### src/rtl/img_scale_pkg.sv
/* Shared geometry, VGA timing and type definitions for the image scaling path.
   Compiled before every other RTL file; modules pull it in by wildcard import. */

`default_nettype none

package img_scale_pkg;

    // ==============================
    // pixel format
    // ==============================
    typedef logic [7:0] pixel_t;        // RGB332, red in [7:5], green [4:2], blue [1:0]

    // ==============================
    // source image, 160x120
    // ==============================
    localparam int src_w = 160;
    localparam int src_h = 120;

    // row * 160 + col
    typedef logic [$clog2(src_w * src_h)-1:0] src_addr_t;

    // ==============================
    // frame buffer, 640x480
    // ==============================
    localparam int fb_w = 640;
    localparam int fb_h = 480;

    // row * 640 + col
    typedef logic [$clog2(fb_w * fb_h)-1:0] fb_addr_t;

    typedef logic [9:0] coord_t;        // wide enough for 799 and 524

    // ==============================
    // VGA timing, 640x480 at pixel clock
    // ==============================
    localparam int h_front = 16;
    localparam int h_sync  = 96;
    localparam int h_back  = 48;
    localparam int h_total = fb_w + h_front + h_sync + h_back;    // 800

    localparam int v_front = 10;
    localparam int v_sync  = 2;
    localparam int v_back  = 33;
    localparam int v_total = fb_h + v_front + v_sync + v_back;    // 525

    // scale engine modes
    typedef enum logic [1:0] {
        mode_copy    = 2'd0,    // 1:1 into top-left corner
        mode_zoom2   = 2'd1,    // x2 nearest neighbour, top-left
        mode_zoom4   = 2'd2,    // x4 full screen
        mode_mirror4 = 2'd3     // x4, flipped left to right
    } scale_mode_t;

endpackage

`default_nettype wire

### src/rtl/fb_port_if.sv
/* Frame buffer port bundle: one write port fed by the scale engine and one
   read port used by the VGA scanout, with a modport for each side. */

`timescale 1ns/100ps
`default_nettype none

interface fb_port_if;
    import img_scale_pkg::*;

    // write side, taken on any edge with wr_en high
    logic     wr_en;
    fb_addr_t wr_addr;
    pixel_t   wr_data;

    // read side, data one edge after address
    fb_addr_t rd_addr;
    pixel_t   rd_data;

    modport writer (
        output wr_en, wr_addr, wr_data
    );

    modport reader (
        output rd_addr,
        input  rd_data
    );

    modport mem (
        input  wr_en, wr_addr, wr_data, rd_addr,
        output rd_data
    );

endinterface

`default_nettype wire

### src/rtl/vga_driver.sv
/* 640x480 VGA scanout. Counters address the frame buffer during active video,
   sync and blank are delayed to meet the returning byte, all outputs registered. */

`timescale 1ns/100ps
`default_nettype none

module vga_driver (
    input  logic        clock,
    input  logic        arst_n,
    fb_port_if.reader   fb,
    output logic        vga_hs,
    output logic        vga_vs,
    output logic [7:0]  vga_r,
    output logic [7:0]  vga_g,
    output logic [7:0]  vga_b,
    output logic        vga_blank_n
);
    import img_scale_pkg::*;

    coord_t h_cnt;      // column, 0..799
    coord_t v_cnt;      // line, 0..524
    logic   active;
    logic   hs_c;       // low active
    logic   vs_c;
    logic   act_s1;     // aligned with rd_data
    logic   hs_s1;
    logic   vs_s1;
    pixel_t px;

    // ==============================
    // timing counters
    // ==============================
    always_ff @(posedge clock or negedge arst_n) begin
        if (!arst_n) begin
            h_cnt <= '0;
            v_cnt <= '0;
        end else if (h_cnt == coord_t'(h_total - 1)) begin
            h_cnt <= '0;
            if (v_cnt == coord_t'(v_total - 1)) begin
                v_cnt <= '0;                    // frame wrap
            end else begin
                v_cnt <= v_cnt + 1'b1;
            end
        end else begin
            h_cnt <= h_cnt + 1'b1;
        end
    end

    assign active = (h_cnt < coord_t'(fb_w)) && (v_cnt < coord_t'(fb_h));

    // sync low for columns 656..751, lines 490..491
    assign hs_c = !((h_cnt >= coord_t'(fb_w + h_front)) &&
                    (h_cnt <  coord_t'(fb_w + h_front + h_sync)));
    assign vs_c = !((v_cnt >= coord_t'(fb_h + v_front)) &&
                    (v_cnt <  coord_t'(fb_h + v_front + v_sync)));

    // line * 640 + column, zero outside active area
    assign fb.rd_addr = active ? (fb_addr_t'(v_cnt) << 9) + (fb_addr_t'(v_cnt) << 7)
                                 + fb_addr_t'(h_cnt)
                               : '0;

    // ==============================
    // alignment and output stage
    // ==============================
    always_ff @(posedge clock or negedge arst_n) begin
        if (!arst_n) begin
            act_s1 <= 1'b0;
            hs_s1  <= 1'b1;
            vs_s1  <= 1'b1;
        end else begin
            act_s1 <= active;                   // covers the memory read cycle
            hs_s1  <= hs_c;
            vs_s1  <= vs_c;
        end
    end

    assign px = fb.rd_data;

    // RGB332 to 8 bits per channel by bit replication
    always_ff @(posedge clock or negedge arst_n) begin
        if (!arst_n) begin
            vga_hs      <= 1'b1;
            vga_vs      <= 1'b1;
            vga_blank_n <= 1'b0;
            vga_r       <= '0;
            vga_g       <= '0;
            vga_b       <= '0;
        end else begin
            vga_hs      <= hs_s1;
            vga_vs      <= vs_s1;
            vga_blank_n <= act_s1;
            if (act_s1) begin
                vga_r <= {px[7:5], px[7:5], px[7:6]};
                vga_g <= {px[4:2], px[4:2], px[4:3]};
                vga_b <= {4{px[1:0]}};
            end else begin
                vga_r <= '0;                    // black in blanking
                vga_g <= '0;
                vga_b <= '0;
            end
        end
    end

endmodule

`default_nettype wire

### src/flat_wrapper.sv
// flat-port wrapper written by rule: the top's interface ports become plain ports
module vga_driver_flat import img_scale_pkg::*;
  (clock, arst_n, vga_hs, vga_vs, vga_r, vga_g, vga_b, vga_blank_n, fb_rd_addr, fb_rd_data);
  fb_port_if fb_i ();
  input  logic clock;
  input  logic arst_n;
  output logic vga_hs;
  output logic vga_vs;
  output logic [7:0] vga_r;
  output logic [7:0] vga_g;
  output logic [7:0] vga_b;
  output logic vga_blank_n;
  output wire logic [$bits(fb_i.rd_addr)-1:0] fb_rd_addr;
  input wire logic [$bits(fb_i.rd_data)-1:0] fb_rd_data;
  assign fb_rd_addr = fb_i.rd_addr;
  assign fb_i.rd_data = fb_rd_data;
  vga_driver u_core (.clock(clock), .arst_n(arst_n), .fb(fb_i), .vga_hs(vga_hs), .vga_vs(vga_vs), .vga_r(vga_r), .vga_g(vga_g), .vga_b(vga_b), .vga_blank_n(vga_blank_n));
endmodule
### config.mk
export PLATFORM = sky130hd
export DESIGN_NAME = vga_driver_flat
export DESIGN_NICKNAME = d
export VERILOG_FILES = /design/src/rtl/img_scale_pkg.sv /design/src/rtl/fb_port_if.sv /design/src/rtl/vga_driver.sv /design/src/flat_wrapper.sv
export SDC_FILE = /design/constraint.sdc
export NUM_CORES = 1
export LEC_CHECK = 0
export ABC_AREA = 1
export BUFFER_PORTS_ARGS = -buffer_cell sky130_fd_sc_hd__buf_2
export CAP_MARGIN = 10
export CORE_UTILIZATION = 25
export DETAILED_ROUTE_END_ITERATION = 10
export SYNTH_ARGS = -nofsm -noshare
export SYNTH_HDL_FRONTEND = slang
export SYNTH_SLANG_ARGS = --single-unit
### constraint.sdc
create_clock -name clock -period 2.87 [get_ports clock]
set_input_delay 0.574 -clock clock [delete_from_list [all_inputs] [get_ports clock]]
set_output_delay 0.574 -clock clock [all_outputs]
set_load 0.01 [all_outputs]
### Word level (Yosys, flattened, before mapping)

Cells that the tools add are included.

| word-level totals | value |
|---|---|
| flip-flop bits (word level) | 50 |
| bits of input ports | 10 |
| output and inout bits | 46 |
| logic and storage cells | 34 |

| operators by class | value |
|---|---|
| add/sub/neg operators | 4 |
| magnitude comparators | 6 |
| equal/unequal tests | 2 |
| muxes and demuxes | 6 |
| reductions and logical operators | 5 |

Operator list:

| kind | number |
|---|---|
| 2-to-1 mux 8 bit | 3 |
| adder 10 x 1 -> 10 bit (second input constant) | 2 |
| == test 10 bit (second input constant) | 2 |
| less-than comparator 10 bit (second input constant) | 2 |
| less-than comparator 10 x 9 -> 1 bit (second input constant) | 2 |
| 2-to-1 mux 10 bit | 2 |
| adder 19 x 10 -> 19 bit | 1 |
| adder 19 x 17 -> 19 bit | 1 |
| 2-to-1 mux 19 bit | 1 |
| greater-or-equal comparator 10 bit (second input constant) | 1 |
| greater-or-equal comparator 10 x 9 -> 1 bit (second input constant) | 1 |
| logical AND 1 bit | 3 |
| logical NOT 1 bit | 2 |

### Longest topological paths before layout

| depth | value |
|---|---|
| depth in word-level cells | 3 |
| mapped depth | 13 |
| depth with buffers taken out | 13 |

### Least setup slack after synthesis

Ideal clock, no wire load.

| timing | value |
|---|---|
| kind | flip-flop to output port |
| start point | register u_core.v_cnt[0] |
| end point | output port fb_rd_addr[14] |
| arrival time | 2.153 ns |
| required time | 2.296 ns |
| slack | 0.143 ns |
| cell stages (with the launch flop) | 10 |
| path buffers | 0 |
| cell sequence | dfrtp_1 -> inv_1 -> fa_1 -> fa_1 -> nand3b_1 -> nand2_1 -> a21boi_0 -> nand2_1 -> nand2_1 -> nor2_1 |

| on the way | value |
|---|---|
| cells in the longest elaborated chain, start to end | 3 |
| elaborated cells between the ends (all ways) | 5 |
| classes of those cells | 2 x add/sub; 1 x order compare; 1 x mux; 1 x reduce/logical |

RTL lines:

| what | line | source |
|---|---|---|
| start, declared | vga_driver.sv:21 | `coord_t v_cnt;` |
| start signal, assigned | vga_driver.sv:42 | `v_cnt <= v_cnt + 1'b1;` |
| adder 19 x 17 -> 19 bit or less-than comparator 10 x 9 -> 1 bit (tied branches) | vga_driver.sv:58, vga_driver.sv:49 |  |
| adder 19 x 10 -> 19 bit or logical AND 1 bit (tied branches) | vga_driver.sv:59, vga_driver.sv:49 |  |
| 2-to-1 mux 19 bit * | vga_driver.sv:58 | `assign fb.rd_addr = active ? (fb_addr_t'(v_cnt) << 9) + (fb_addr_t'(v_cnt) << 7)` |
| end, declared | flat_wrapper.sv:13 | `output wire logic [$bits(fb_i.rd_addr)-1:0] fb_rd_addr;` |

Every way passes the cells marked *; elsewhere a longest branch is shown, timed or not.

### Worst setup path after layout

| timing | value |
|---|---|
| start point | register u_core.v_cnt[0] |
| end point | output port fb_rd_addr[18] |

The elaborated chain is that of the path after synthesis.

==> summary.txt <==
STA
  – Clock skew: roughly 4.0 ps
  – Slew HR: 46.9%
  – Min Tclk post-route: 2890 ps
  – Pins over their slew limit: 0
  – Final worst path period share: 101%
  – Post-Route Setup TNS: -21.2 ps
  – Hold WS: 357 ps
  – RSZ-0062 raised after global routing: yes
  – Fmax: ~350 MHz
  – Slew @ Worst Pin: approximately 800 ps
  – Final WS setup: -21.2 ps
  – Fin. Hold Viols: 0
  – Final setup violating endpoints: 1

Floorplan
  – Starting Density: about a quarter
  – Die Height: between 90 and 100 um
  – Ports: 56
  – Row count: 35
  – Die W: roughly 100 um
  – Die area: just under 10,000 sq um
  – Core footprint: 9240 sq um

Synthesis
  – Share of the synthesized area in the top cell type: between 30% and 40%
  – Yosys warns: 0
  – Most frequent cell after synthesis: nand2_1
  – Seq/Total Area, Yosys: about 36%
  – Post-synthesis mux area share: 0%
  – EDFF count, synth: 0
  – Synth unique cells: 27
  – Post-Synth Adder-Cell Area: a little over an eighth
  – Synth Net Count: 348
  – Most frequent cells after synthesis: nand2_1, inv_1, nor2_1
  – Synth area leaders: dfrtp_1, ha_1, nand2_1
  – Post-Syn Instances: 313
  – Post-Syn Area: 2380 sq um
  – Compound-Gate Fraction of Synth Area: 6.03%
  – Post-synth top area cell: dfrtp_1
  – Ys flop type: dfrtp_1
  – Asr flop ratio synth: between 90% and 100%
  – Xor and xnor area share after synthesis: 3.67%
  – Synth Area in Simple Gates: ~26%
  – Synthesized area per cell: roughly 7.6 sq um
  – Largest family of logic cells by synthesized area: simple AND/OR/NAND/NOR gates
  – Yosys reg bits: 34

Setup path
  – Critical-path top delay cell: fa_2
  – Critical path, cell by cell: inv_2 > fa_2 > fa_2 > nand3b_1 > nand2_2 > nand2_2 > nand2_2 > nand2_1 > nand2_1 > nand2_1 > inv_1 > buf_2
  – Worst setup EP type: output port
  – Crit path kind: reg2out
  – CP max FO: 3
  – Worst stage delay on the critical path: 470 ps
  – Reg2reg path depth: 8
  – CP Launch Type: flip-flop
  – Critical path arrival: about 2300 ps
  – CP required: 2300 ps

Pwr
  – Static Leakage: 1.63 nW
  – Switching Fraction: between 20% and 30%
  – Total Power: approximately 0.9 mW
  – Maximum vdd ir drop: roughly 0.00018 V
  – Int Pwr: 0.696 mW
  – Clock power share: between 40% and 50%
  – Reg power frac: 54.5%
  – Net Sw Power: roughly 0.20 mW
  – Pwr dens: between 300 and 400 nW/um^2
  – Logic pwr share: under 10%

Route
  – Via Count: ~2,100
  – # DRC: 0
  – Antenna-violating nets left: 0
  – WL per Instance: 10.2 um
  – First-pass iteration count of the detailed router: 4
  – Vias per cell: 4.21
  – 1st-iter DRT viols: 72
  – Routed Wire Length: 5080 um

CTS
  – Latest clock arrival within the worst-skew pair: about 270 ps
  – CTS H-tree lvls: 2
  – Clk sink count: 34
  – CTS root buf: clkbuf_8
  – Clock buffer depth: 2
  – CTS buffer count: 5
  – CTS clk-pin slew, worst paths: 70 ps
  – TritonCTS clock tree: done
  – Hold_buf cts: 0

Global routing
  – Gr ovfl total: 0
  – Met2 Use GR: between 10% and 20%
  – First-pass GRT wire length: roughly 8900 um
  – Overall routing resource usage: between 10% and 20%
  – Most Used Layer, Global Route: met2
  – Vias in the first global route: just under 2,000
  – Largest net degree at the start of global routing: 35
  – Met1 GRT Util: 14.9%
  – Initial antenna violation count: 0
  – Grt met3 use: between 2 and 2.5%

Min path
  – Worst hold path type: reg2reg
  – Hold Path Stages: 0

Placement
  – Dpl ws: 38.0 ps
  – IO buf count: 55
  – GPL Wtd Cong: between 0.8 and 0.9
  – Post-DP HPWL: between 3000 and 4000 um

Cells and area
  – Layout cells sized above 1: between 20% and 30%
  – Antenna diodes: 0
  – Fin nets: about 400
  – Area Overhead vs Synth: 23.3%

Job
  – MaxCap Viol Count: 0

Status
  – Status: complete, but fails checks
  – Failing checks: negative setup slack
cells by family (layout without fill, tap and decap cells):
logic type | Yosys count | in the layout
buf+inv | 74 | 130
flops | 34 | 34
compound gates | 27 | 27
xor+xnor | 10 | 10
simple gates | 143 | 143
fa+ha+maj | 25 | 25
worst max-delay path: cells and delay by family (launching register included):
| family | cells | cell delay (ps) |
|---|---|---|
| adder cells (fa/ha/maj) | 2 | 840 |
| buffers and inverters | 3 | 250 |
| flip-flops | 1 | 400 |
| AND/OR/NAND/NOR | 7 | 570 |
registers in the layout, summed over array words and instances (netlist names):
name / cells
u_core.h_cnt: 10
u_core.v_cnt: 10
u_core.vga_g: 3
u_core.vga_r: 3
u_core.vga_b: 2
u_core.act_s1: 1
u_core.hs_s1: 1
u_core.vga_blank_n: 1
u_core.vga_hs: 1
u_core.vga_vs: 1
u_core.vs_s1: 1
timing repair:
action | 4_1_cts | 5_1_grt
buffers inserted | 4 | 3
gates resized for setup | 13 | 10
pin swaps | 10 | 5
endpoints found under the setup margin | 8 | 8
placed cells by master (no fill, tap or decap), drive strengths merged, types with 8 or more instances in the layout:
master  count
nor2       48
buf        67
xor2        8
a21oi      11
nand3      17
inv        55
ha         23
nand2      64
o21ai      12
dfrtp      30
nand4       9
per-stage QoR:
step                      cell area (sq um)  util [%]  cells
final                                  2940      31.8    498
after global routing                   2940      31.8    498
after CTS                              2880      31.1    495
after detailed placement               2710      29.4    483
after global placement                 2710      29.4    483
after floorplan                        2380         -    313
layout make-up:
type                       instances  area [sq um]
sequential                        34           856
fill                            1008          6300
inverter                          55           206
multi-input combinational        205          1260
tap                              129           161
timing repair buffer              67           369
clock buffer                       7          86.3
clock inverter                     1          5.00
path summary, 6_finish.rpt:
path                                       to  slack, ps       startpoint
min                             u_core.vga_vs        360     u_core.vs_s1
min reg2reg                     u_core.vga_vs        360     u_core.vs_s1
max in group asynchronous     u_core.h_cnt[2]       1980           arst_n
max                            fb_rd_addr[18]        -20  u_core.v_cnt[0]
max reg2reg                   u_core.v_cnt[1]       1240  u_core.v_cnt[1]
min in group asynchronous  u_core.vga_blank_n        380           arst_n
power groups by stage:
stage	Combinational [mW]	Clock, mW	Sequential [mW]
2_1_floorplan	0.0265	0	0.501
3_3_place_gp	0.0466	0	0.497
3_5_place_dp	0.0469	0	0.497
4_1_cts	0.0472	0.380	0.488
5_1_grt	0.0522	0.405	0.489
6_report	0.0454	0.362	0.488
per-layer routing:
| layer | part of all wire, % | vias up | routed length [um] |
|---|---|---|---|
| met1 | 47 | 971 | 2400 |
| met5 | 0 | - | 0 |
| met3 | 4.2 | 4 | 212 |
| met4 | 0.95 | 0 | 48 |
| met2 | 48 | 46 | 2420 |
| li1 | - | 1074 | - |
Power figures use the tool's default switching activity.
