### config.mk
export PLATFORM = sky130hd
export DESIGN_NAME = scale_engine_flat
export DESIGN_NICKNAME = d
export VERILOG_FILES = /design/src/rtl/img_scale_pkg.sv /design/src/rtl/fb_port_if.sv /design/src/rtl/scale_engine.sv /design/src/flat_wrapper.sv
export SDC_FILE = /design/constraint.sdc
export NUM_CORES = 1
export LEC_CHECK = 0
export ABC_AREA = 1
export CORE_ASPECT_RATIO = 1.2
export CORE_MARGIN = 5
export CORE_UTILIZATION = 55
export CTS_BUF_LIST = sky130_fd_sc_hd__clkbuf_2 sky130_fd_sc_hd__clkbuf_4 sky130_fd_sc_hd__clkbuf_8
export DETAILED_ROUTE_END_ITERATION = 16
export DONT_BUFFER_PORTS = 1
export PLACE_DENSITY_LB_ADDON = 0.3
export SKIP_CTS_REPAIR_TIMING = 1
export SYNTH_ARGS = -nofsm -noshare
export SYNTH_HDL_FRONTEND = slang
export SYNTH_SLANG_ARGS = --single-unit
### constraint.sdc
create_clock -name clock -period 5.4 [get_ports clock]
set_input_delay 0.81 -clock clock [delete_from_list [all_inputs] [get_ports clock]]
set_output_delay 0.81 -clock clock [all_outputs]
set_load 0.05 [all_outputs]
### src/rtl/img_scale_pkg.sv
/* Shared geometry, VGA timing and type definitions for the image scaling path.
   Compiled before every other RTL file; modules pull it in by wildcard import. */

`default_nettype none

package img_scale_pkg;

    // ==============================
    // pixel format
    // ==============================
    typedef logic [7:0] pixel_t;        // RGB332, red in [7:5], green [4:2], blue [1:0]

    // ==============================
    // source image, 160x120
    // ==============================
    localparam int src_w = 160;
    localparam int src_h = 120;

    // row * 160 + col
    typedef logic [$clog2(src_w * src_h)-1:0] src_addr_t;

    // ==============================
    // frame buffer, 640x480
    // ==============================
    localparam int fb_w = 640;
    localparam int fb_h = 480;

    // row * 640 + col
    typedef logic [$clog2(fb_w * fb_h)-1:0] fb_addr_t;

    typedef logic [9:0] coord_t;        // wide enough for 799 and 524

    // ==============================
    // VGA timing, 640x480 at pixel clock
    // ==============================
    localparam int h_front = 16;
    localparam int h_sync  = 96;
    localparam int h_back  = 48;
    localparam int h_total = fb_w + h_front + h_sync + h_back;    // 800

    localparam int v_front = 10;
    localparam int v_sync  = 2;
    localparam int v_back  = 33;
    localparam int v_total = fb_h + v_front + v_sync + v_back;    // 525

    // scale engine modes
    typedef enum logic [1:0] {
        mode_copy    = 2'd0,    // 1:1 into top-left corner
        mode_zoom2   = 2'd1,    // x2 nearest neighbour, top-left
        mode_zoom4   = 2'd2,    // x4 full screen
        mode_mirror4 = 2'd3     // x4, flipped left to right
    } scale_mode_t;

endpackage

`default_nettype wire

### src/rtl/fb_port_if.sv
/* Frame buffer port bundle: one write port fed by the scale engine and one
   read port used by the VGA scanout, with a modport for each side. */

`timescale 1ns/100ps
`default_nettype none

interface fb_port_if;
    import img_scale_pkg::*;

    // write side, taken on any edge with wr_en high
    logic     wr_en;
    fb_addr_t wr_addr;
    pixel_t   wr_data;

    // read side, data one edge after address
    fb_addr_t rd_addr;
    pixel_t   rd_data;

    modport writer (
        output wr_en, wr_addr, wr_data
    );

    modport reader (
        output rd_addr,
        input  rd_data
    );

    modport mem (
        input  wr_en, wr_addr, wr_data, rd_addr,
        output rd_data
    );

endinterface

`default_nettype wire

### src/rtl/scale_engine.sv
/* Pixel engine: on start, walks the destination region set by mode, reads the
   matching source byte and writes it to the frame buffer two cycles later. */

`timescale 1ns/100ps
`default_nettype none

module scale_engine (
    input  logic                       clock,
    input  logic                       arst_n,
    input  logic                       start,
    input  img_scale_pkg::scale_mode_t mode,
    output img_scale_pkg::src_addr_t   rom_addr,
    input  img_scale_pkg::pixel_t      rom_data,
    output logic                       busy,
    output logic                       done,
    fb_port_if.writer                  fb
);
    import img_scale_pkg::*;

    typedef enum logic [1:0] {
        st_idle,
        st_run,     // one source read per cycle
        st_drain    // flush the two pixels in flight
    } state_t;

    state_t      state;
    scale_mode_t mode_q;      // latched at start
    coord_t      dst_col;
    coord_t      dst_row;
    coord_t      last_col;
    coord_t      last_row;
    coord_t      src_col;
    coord_t      src_row;
    fb_addr_t    dst_addr;
    fb_addr_t    addr_s1;     // dest address, waiting on rom_data
    logic        vld_s1;

    // ==============================
    // region and source mapping
    // ==============================
    always_comb begin
        case (mode_q)
            mode_copy: begin
                last_col = coord_t'(src_w - 1);
                last_row = coord_t'(src_h - 1);
                src_col  = dst_col;             // identity
                src_row  = dst_row;
            end
            mode_zoom2: begin
                last_col = coord_t'(2 * src_w - 1);
                last_row = coord_t'(2 * src_h - 1);
                src_col  = dst_col >> 1;        // halve
                src_row  = dst_row >> 1;
            end
            mode_zoom4: begin
                last_col = coord_t'(fb_w - 1);
                last_row = coord_t'(fb_h - 1);
                src_col  = dst_col >> 2;        // quarter
                src_row  = dst_row >> 2;
            end
            default: begin                      // mirror x4
                last_col = coord_t'(fb_w - 1);
                last_row = coord_t'(fb_h - 1);
                src_col  = coord_t'(src_w - 1) - (dst_col >> 2);
                src_row  = dst_row >> 2;
            end
        endcase
    end

    // x160 = x128 + x32
    assign rom_addr = (src_addr_t'(src_row) << 7) + (src_addr_t'(src_row) << 5)
                    + src_addr_t'(src_col);
    // x640 = x512 + x128
    assign dst_addr = (fb_addr_t'(dst_row) << 9) + (fb_addr_t'(dst_row) << 7)
                    + fb_addr_t'(dst_col);

    // ==============================
    // control FSM
    // ==============================
    always_ff @(posedge clock or negedge arst_n) begin
        if (!arst_n) begin
            state   <= st_idle;
            mode_q  <= mode_copy;
            dst_col <= '0;
            dst_row <= '0;
            done    <= 1'b0;
        end else begin
            done <= 1'b0;                       // pulse only
            case (state)
                st_idle: if (start) begin       // start ignored elsewhere
                    state   <= st_run;
                    mode_q  <= mode;
                    dst_col <= '0;
                    dst_row <= '0;
                end
                st_run: begin
                    if (dst_col == last_col) begin
                        dst_col <= '0;
                        if (dst_row == last_row) begin
                            dst_row <= '0;      // last read issued
                            state   <= st_drain;
                        end else begin
                            dst_row <= dst_row + 1'b1;
                        end
                    end else begin
                        dst_col <= dst_col + 1'b1;
                    end
                end
                st_drain: if (!vld_s1) begin    // final write goes out this cycle
                    state <= st_idle;
                    done  <= 1'b1;
                end
                default: state <= st_idle;
            endcase
        end
    end

    assign busy = (state != st_idle);

    // ==============================
    // write pipeline
    // ==============================
    always_ff @(posedge clock or negedge arst_n) begin
        if (!arst_n) begin
            vld_s1   <= 1'b0;
            fb.wr_en <= 1'b0;
        end else begin
            vld_s1   <= (state == st_run);      // read issued this cycle
            fb.wr_en <= vld_s1;
        end
    end

    always_ff @(posedge clock) begin
        addr_s1    <= dst_addr;
        fb.wr_addr <= addr_s1;
        fb.wr_data <= rom_data;                 // rom answers one cycle after addr
    end

endmodule

`default_nettype wire

### src/flat_wrapper.sv
// flat-port wrapper written by rule: the top's interface ports become plain ports
module scale_engine_flat import img_scale_pkg::*;
  (clock, arst_n, start, mode, rom_addr, rom_data, busy, done, fb_wr_en, fb_wr_addr, fb_wr_data);
  fb_port_if fb_i ();
  input  logic clock;
  input  logic arst_n;
  input  logic start;
  input  img_scale_pkg::scale_mode_t mode;
  output img_scale_pkg::src_addr_t rom_addr;
  input  img_scale_pkg::pixel_t rom_data;
  output logic busy;
  output logic done;
  output wire logic [$bits(fb_i.wr_en)-1:0] fb_wr_en;
  output wire logic [$bits(fb_i.wr_addr)-1:0] fb_wr_addr;
  output wire logic [$bits(fb_i.wr_data)-1:0] fb_wr_data;
  assign fb_wr_en = fb_i.wr_en;
  assign fb_wr_addr = fb_i.wr_addr;
  assign fb_wr_data = fb_i.wr_data;
  scale_engine u_core (.clock(clock), .arst_n(arst_n), .start(start), .mode(mode), .rom_addr(rom_addr), .rom_data(rom_data), .busy(busy), .done(done), .fb(fb_i));
endmodule
After elaboration in Yosys (flattened, before gate mapping):

Cells that the tools add are included.

* input bits: 13
* logic and storage cells: 52
* output and inout bits: 45
* register bits: 73

* add/subtract/negate cells: 7
* multiplexer cells: 17
* reductions and logical operators: 8
* equality and inequality tests: 10

Operators with widths (number)
* one-hot mux 10 bit (2 select lines): 4
* two-way mux 10 bit: 4
* one-hot mux 10 bit (3 select lines): 1
* adder 10 x 1 -> 10 bit (second input constant): 2
* == test 10 bit: 2
* adder 19 x 10 -> 19 bit: 1
* adder 19 x 17 -> 19 bit: 1
* one-hot mux 9 bit (2 select lines): 1
* adder 15 x 10 -> 15 bit: 1
* adder 15 bit: 1
* subtractor 8 x 8 -> 9 bit (first input constant): 1
* two-way mux 2 bit: 4
* one-hot mux 2 bit (3 select lines): 1
* == test 2 x 1 -> 1 bit (second input constant): 2
* == test 2 bit (second input constant): 2
* zero test 2 bit: 2
* inequality test 2 x 1 -> 1 bit (second input constant): 2
* inequality test 2 bit (second input constant): 2
* AND reduction 2 bit: 2
* AND reduction 4 bit: 1
* nonzero test 2 bit: 2
* AND reduction 3 bit: 1
* two-way mux 1 bit: 2

Logic depth before layout (Yosys ltp):

Gate-level depths: netlist of the first run.

* word-level depth: 6
* mapped depth: 16
* depth with buffers taken out: 16

Worst setup path after synthesis of the first run:

OpenSTA, ideal clock, no wires.

* path kind: register to output
* start: reg u_core.mode_q[0]
* end: out rom_addr[12]
* setup slack: 1.347 ns
* path buffers: 2
* cell stages (with the launch flop): 16
* data arrival time: 3.243 ns
* required time: 4.590 ns
* path through: dfrtp_1 > buf_2 > nor2_4 > buf_2 > ha_1 > a21oi_1 > o21ai_0 > a21oi_1 > fa_1 > inv_1 > fa_1 > nand3_1 > nand2_1 > nand2_1 > nand2_1 > xor2_1

* word-level cells in the longest chain between the ends: 4
* elaborated cells between the ends (all ways): 7
* classes of those cells: add/sub (2); eq/ne (2); mux (2); reduce/logical (1)

RTL lines
* start, declared: line scale_engine.sv:27 `scale_mode_t mode_q;`
* start signal, assigned: line scale_engine.sv:83 `mode_q <= mode_copy;`
* start signal, assigned: line scale_engine.sv:92 `mode_q <= mode;`
* == test 2 x 1 -> 1 bit or zero test 2 bit (tied branches): line scale_engine.sv:42 `case (mode_q)`
* one-hot mux 10 bit (2 select lines): line scale_engine.sv:42
* adder 15 bit: line scale_engine.sv:71 `assign rom_addr = (src_addr_t'(src_row) << 7) + (src_addr_t'(src_row) << 5)`
* adder 15 x 10 -> 15 bit (*): line scale_engine.sv:72 `+ src_addr_t'(src_col);`
* end, declared: line flat_wrapper.sv:9 `output img_scale_pkg::src_addr_t rom_addr;`

Every way passes the cells marked *; elsewhere a longest branch is shown, timed or not.

Worst setup path after layout of the first run:

* start: reg u_core.mode_q[1]
* end: out rom_addr[14]

Same word-level chain as after synthesis.

==> impl_metrics.toml, run 1 <==
[cts]
clk_pin_slew_ns = 0.09
cts.path.max_buffers = 2
clk_latency_ns = 0.36
clock-sinks = 73
cts_buffers = 9
tritoncts = "done"
h-tree-depth = 3
cts-root-buf = "clkbuf_8"

[sta]
tns_ns = 0
finalCritPeriodShare_pct = 88.9
hold_viol = 0
min_period_ns = 4.80
finalMaxSlewViolations = 0
final-setup-viol-count = 0
slew_headroom_pct = 26.8
worstMarginPinSlew_ns = 1.10
clock_skew_ns = 0.0147
fmax_mhz = 208
rsz0062_at_grt = "false"
layout_setup_ws_ns = 0.602

[yosys]
synth_area_sq_mm = 0.00412
synth_top_cell_by_area = "dfxtp_1"
synth.ff_latch_count = 73
yosysMostFrequentCell = "nand2_1"
synth_seq_area_share_pct = 38.8
async_flop_share_pct = 37.0
synth_common_cells = "nand2_1, inv_1, dfxtp_1"
syn_inst = 511
netlist.area_leader.share_pct = 22.4
ys_types = 39
synth-edff-count = 0
synth_area_leaders = "dfxtp_1, dfrtp_1, ha_1, nand2_1, inv_1"
syn-mean-instance-area_sq_um = 8.06
yosys_warnings = 0
synth_ff_type = "dfxtp_1"
synthesis.nets = 567

[drt]
drc_errors = 0
route.vias.total = 3338
drt-total-wl_um = 8360
wl_per_cell_um = 13.8
routed_via_density = 5.53
final_antenna_net_count = 0
drt_iter0_drc = 214
first_pass_iters = 4

[final_layout]
n_antenna_cell = 0
drive_gt1_share_pct = 6.42
final_nets = 565
area_delta_synth_final_pct = 5.71
utilization_pct = 59.9
fill_cells = 651

[pwr]
ir_drop_v = 0.000755
leakagePower_nw = 2.24
pwr_density_cell_mw_per_mm2 = 608

[setup_path]
path_delay_family = "simple AND/OR/NAND/NOR gates"
slowest_stage = "dfrtp_1"
crit_path_end_kind = "output pin"
worstPathCellList = "inv_2, nand2_1, inv_1, nand2_1, nand2_1, fa_1, inv_1, fa_1, nand3_1, nand2_1, a31oi_1, nand3_1, nand2_1"
cp_max_fo = 15
r2r_end = "u_core.dst_row[6]"
crit_type = "flop to output pin"
r2r-start = "u_core.mode_q[1]"
cpMostUsedCell = "nand2_1"
max_stage_delay_ns = 0.66
required_ns = 4.59
r2r_slack_ns = 2.50
r2r_cells = 9
worstPathArrival_ns = 3.99
cp-start-kind = "flop"
critPathBufInv = 3

[grt]
grt_pass1_vias = 3185
grt_pass1_wl_um = 14200
grt_max_degree = 28
antenna_found_initial = 0
grt_usage_pct = 19.0
globalRoute.totalOverflow = 0

[placement]
gp_congestion = 0.885
io_buffers = 0
dp_slack_ns = 1.00
place_hpwl_um = 6470

[status]
status = "complete, no violations"

[floorplanning]
dieWidth_um = 89
die_y_um = 105
coreArea_sq_mm = 0.00727
start_util_pct = 56.6
io_pins = 58
rows = 34
die_area_sq_mm = 0.00933

[flow_run]
cap_violations = 0

[min_path]
worstHoldPathType = "input port to async pin"
power by group:
group | switching (mW) | internal, mW | total (mW)
clock | 0.217 | 0.174 | 0.391
combinational | 0.999 | 0.359 | 1.36
sequential | 0.245 | 0.653 | 0.898
total | 1.46 | 1.19 | 2.65
how the worst max path moves through the flow:
stage                                 from  cells after the start      endpoint  slack, ns
after CTS                 u_core.mode_q[1]                     13  rom_addr[14]       0.58
after global placement    u_core.mode_q[1]                     13  rom_addr[14]       1.09
after detailed placement  u_core.mode_q[1]                     13  rom_addr[14]       1.00
after global routing      u_core.mode_q[1]                     13  rom_addr[14]       0.32
after floorplan           u_core.mode_q[0]                     15  rom_addr[12]       1.35
final                     u_core.mode_q[1]                     13  rom_addr[14]       0.60
per-layer routing:
layer / wire length, um / GRT usage, %
met1: 3650 / 23.4
met2: 4150 / 31.4
met3: 387 / 4.33
met4: 175 / 7.77
met5: 0 / 0
placed cells by master (no fill, tap or decap), types with 3 or more instances in the layout:
master	netlist	layout
o22ai_1	8	8
inv_6	0	3
a22oi_1	5	5
inv_1	64	64
o2111ai_1	3	3
o21ai_2	6	6
clkinvlp_4	0	3
o21ai_1	3	5
buf_4	2	6
nor2_1	30	30
o221ai_1	3	3
xor2_1	19	19
dfrtp_1	27	27
dfxtp_1	46	46
a221oi_1	3	3
o21bai_1	3	3
clkbuf_8	0	9
o21ai_0	14	12
nand4_1	10	10
fa_1	5	5
xnor2_1	4	4
a21oi_1	19	19
nand3_1	43	43
ha_1	38	38
nand2_1	119	119
a21o_1	3	3
cells by family after synthesis:
kind of cell	share of synthesized area, %
xor gates and xnor gates	4.89
adders and majority gates	14.0
AOI/OAI and AO/OA	12.2
and+or+nand+nor	21.7
DFF	38.8
buffers and inverters	8.51
metrics by stage:
stage / instances / area, sq um / hold WS [ns] / total power [mW]
2_1_floorplan: 511 / 4120 / 0.310 / 2.05
3_3_place_gp: 588 / 4170 / 0.310 / 2.24
3_5_place_dp: 588 / 4170 / 0.312 / 2.28
4_1_cts: 604 / 4350 / 0.116 / 2.67
5_1_grt: 604 / 4350 / 0.111 / 2.84
6_report: 604 / 4350 / 0.132 / 2.65
area by class of cell:
type,count,area (sq um),area share (%)
clock inverters,7,60.1,1.38
inverters,65,244,5.60
repair buffers,6,45.0,1.03
multi-input cells,354,2170,49.9
flip-flops and latches,73,1600,36.7
clock buffers,9,124,2.84
well taps,90,113,2.59
flip-flops by register name (all words and copies together), names as in the netlist:
| signal | flops |
|---|---|
| u_core.dst_row | 10 |
| u_core.done | 1 |
| u_core.vld_s1 | 1 |
| u_core.fb.wr_data | 8 |
| u_core.state | 2 |
| u_core.fb.wr_addr | 19 |
| u_core.mode_q | 2 |
| u_core.addr_s1 | 19 |
| u_core.dst_col | 10 |
| u_core.fb.wr_en | 1 |
Power figures use the tool's default switching activity.
==> run 2, diff against run 1 <==
==> constraint.sdc (replaced) <==
create_clock -name clock -period 4.25 [get_ports clock]
set_input_delay 0.2125 -clock clock [delete_from_list [all_inputs] [get_ports clock]]
set_output_delay 0.2125 -clock clock [all_outputs]
set_load 0.05 [all_outputs]
==> run 2 against run 1 <==
  * The flow now finishes with violations (hold timing)
  * Sequential share of layout area fell by 1.1 points
  * Via count rose by 3.8%
  * Combinational power rose by 29%
  * Critical path depth did not move
  * Largest cell class unchanged
  * Cell count rose by 2.2%
  * Clock power rose by 30%
  * Wire length rose by 4.5%
==> impl_metrics.toml, run 2 (synthesized netlist as in run 1, its figures left out) <==
[floorplanning]
io_pins = 58
rows = 34
coreArea_sq_mm = 0.00727
dieWidth_um = 89
die_area_sq_mm = 0.00933
start_util_pct = 56.6
die_y_um = 105

[cts]
clk_pin_slew_ns = 0.09
tritoncts = "done"
clk_latency_ns = 0.35
clock-sinks = 73
cts.path.max_buffers = 2
h-tree-depth = 3
cts-root-buf = "clkbuf_8"
cts_buffers = 9

[final_layout]
drive_gt1_share_pct = 7.02
regArea_sq_mm = 0.00160
n_antenna_cell = 0
final_common_cell = "nand2_1"
multiInputGateArea_sq_mm = 0.00217
final_nets = 578
most-common-layout-cells = "nand2_1, inv_1, dfxtp_1, nand3_1, ha_1"
area_delta_synth_final_pct = 8.93
fill_cells = 642
final_cell_area_sq_mm = 0.00449
reg_top3 = "u_core.addr_s1 (19), u_core.fb.wr_addr (19)"

[setup_path]
path_delay_family = "simple AND/OR/NAND/NOR gates"
endpoint = "rom_addr[14]"
cp_max_fo = 15
worstPathCellList = "inv_2, nand2_1, inv_1, nand2_1, nand2_1, fa_1, inv_1, fa_1, nand3_1, nand2_1, a31oi_1, nand3_1, nand2_1"
cp-start-kind = "flop"
r2r_slack_ns = 1.32
critPathBufInv = 3
startpoint = "u_core.mode_q[1]"
crit_type = "flop to output pin"
cpMostUsedCell = "nand2_1"
r2r_cells = 9
slowest_stage = "dfrtp_1"
worstPathArrival_ns = 3.80
required_ns = 4.04
critical_path_cell_count = 13
max_stage_delay_ns = 0.66
r2r_end = "u_core.dst_row[6]"
crit_path_end_kind = "output pin"
r2r-start = "u_core.mode_q[1]"

[drt]
route.vias.total = 3466
routed_via_density = 5.62
final_antenna_net_count = 0
drt_iter0_drc = 147
wl_per_cell_um = 14.2
first_pass_iters = 4
drc_errors = 0
drt-total-wl_um = 8740

[sta]
min_period_ns = 4.02
finalCritPeriodShare_pct = 94.5
slew_headroom_pct = 26.6
fmax_mhz = 249
rsz0062_at_grt = "false"
clock_skew_ns = 0.0159
finalMaxSlewViolations = 0
final-setup-viol-count = 0
worstMarginPinSlew_ns = 1.10
hold_viol = 1
layout_setup_ws_ns = 0.233
fin_hold_ws_ns = -0.0190
tns_ns = 0

[flow_run]
cap_violations = 0

[grt]
antenna_found_initial = 0
globalRoute.totalOverflow = 0
grt_pass1_vias = 3219
grt_pass1_wl_um = 14800
grt_usage_pct = 19.7
grt_max_degree = 28

[status]
violations = "hold timing"
status = "finished with violations"

[min_path]
worstHoldPathType = "input port to flop"

[placement]
dp_slack_ns = 0.642
place_area_sq_mm = 0.00419
io_buffers = 0
gp_congestion = 0.871
place_hpwl_um = 6580

[pwr]
leakagePower_nw = 2.30
ir_drop_v = 0.00115
p_total_mw = 3.41
pwr_density_cell_mw_per_mm2 = 760
==> run 2: cell types whose count changed in the layout (fill, tap and decap cells not counted) <==
| cell | change |
|---|---|
| buf_12 | +1 |
| buf_4 | +3 |
| dlygate4sd3_1 | +9 |
==> run 2: power breakdown <==
| part | internal (mW) | switching (mW) | total, mW |
|---|---|---|---|
| clock network | 0.222 | 0.286 | 0.508 |
| logic | 0.470 | 1.29 | 1.76 |
| registers | 0.829 | 0.314 | 1.14 |
| total | 1.52 | 1.89 | 3.41 |
==> run 2: per-layer routing <==
layer | up-vias | GRT usage [%] | share of wire (%)
li1 | 1714 | - | -
met1 | 1623 | 25.1 | 41
met2 | 115 | 32.6 | 51
met3 | 14 | 4.80 | 6.5
met4 | 0 | 6.17 | 1.5
met5 | - | 0 | 0
==> run 2: cell type report <==
| cell class | count | area share [%] |
|---|---|---|
| tap | 90 | 2.51 |
| inverter | 65 | 5.44 |
| sequential | 73 | 35.6 |
| clock inverter | 7 | 1.34 |
| multi-input combinational | 354 | 48.4 |
| clock buffer | 9 | 2.76 |
| timing repair buffer | 19 | 3.96 |
==> run 2: worst min-delay path by stage <==
stage             from           endpoint  slack (ns)  cells after the start
6_report       mode[0]   u_core.mode_q[0]       -0.02                      2
5_1_grt        mode[0]   u_core.mode_q[0]       0.008                      2
4_1_cts         arst_n  u_core.dst_col[1]       -0.48                      0
3_5_place_dp    arst_n  u_core.dst_col[0]       -0.08                      0
3_3_place_gp    arst_n    u_core.fb.wr_en       -0.08                      0
2_1_floorplan   arst_n        u_core.done       -0.08                      0
==> run 2: metrics by stage <==
stage	utilization, %	hold slack [ns]	instances
3_3_place_gp	57.6	-0.0822	591
3_5_place_dp	57.6	-0.0822	591
6_report	61.7	-0.0190	617
2_1_floorplan	-	-0.0831	511
5_1_grt	61.7	0.00753	617
4_1_cts	60.2	-0.478	607
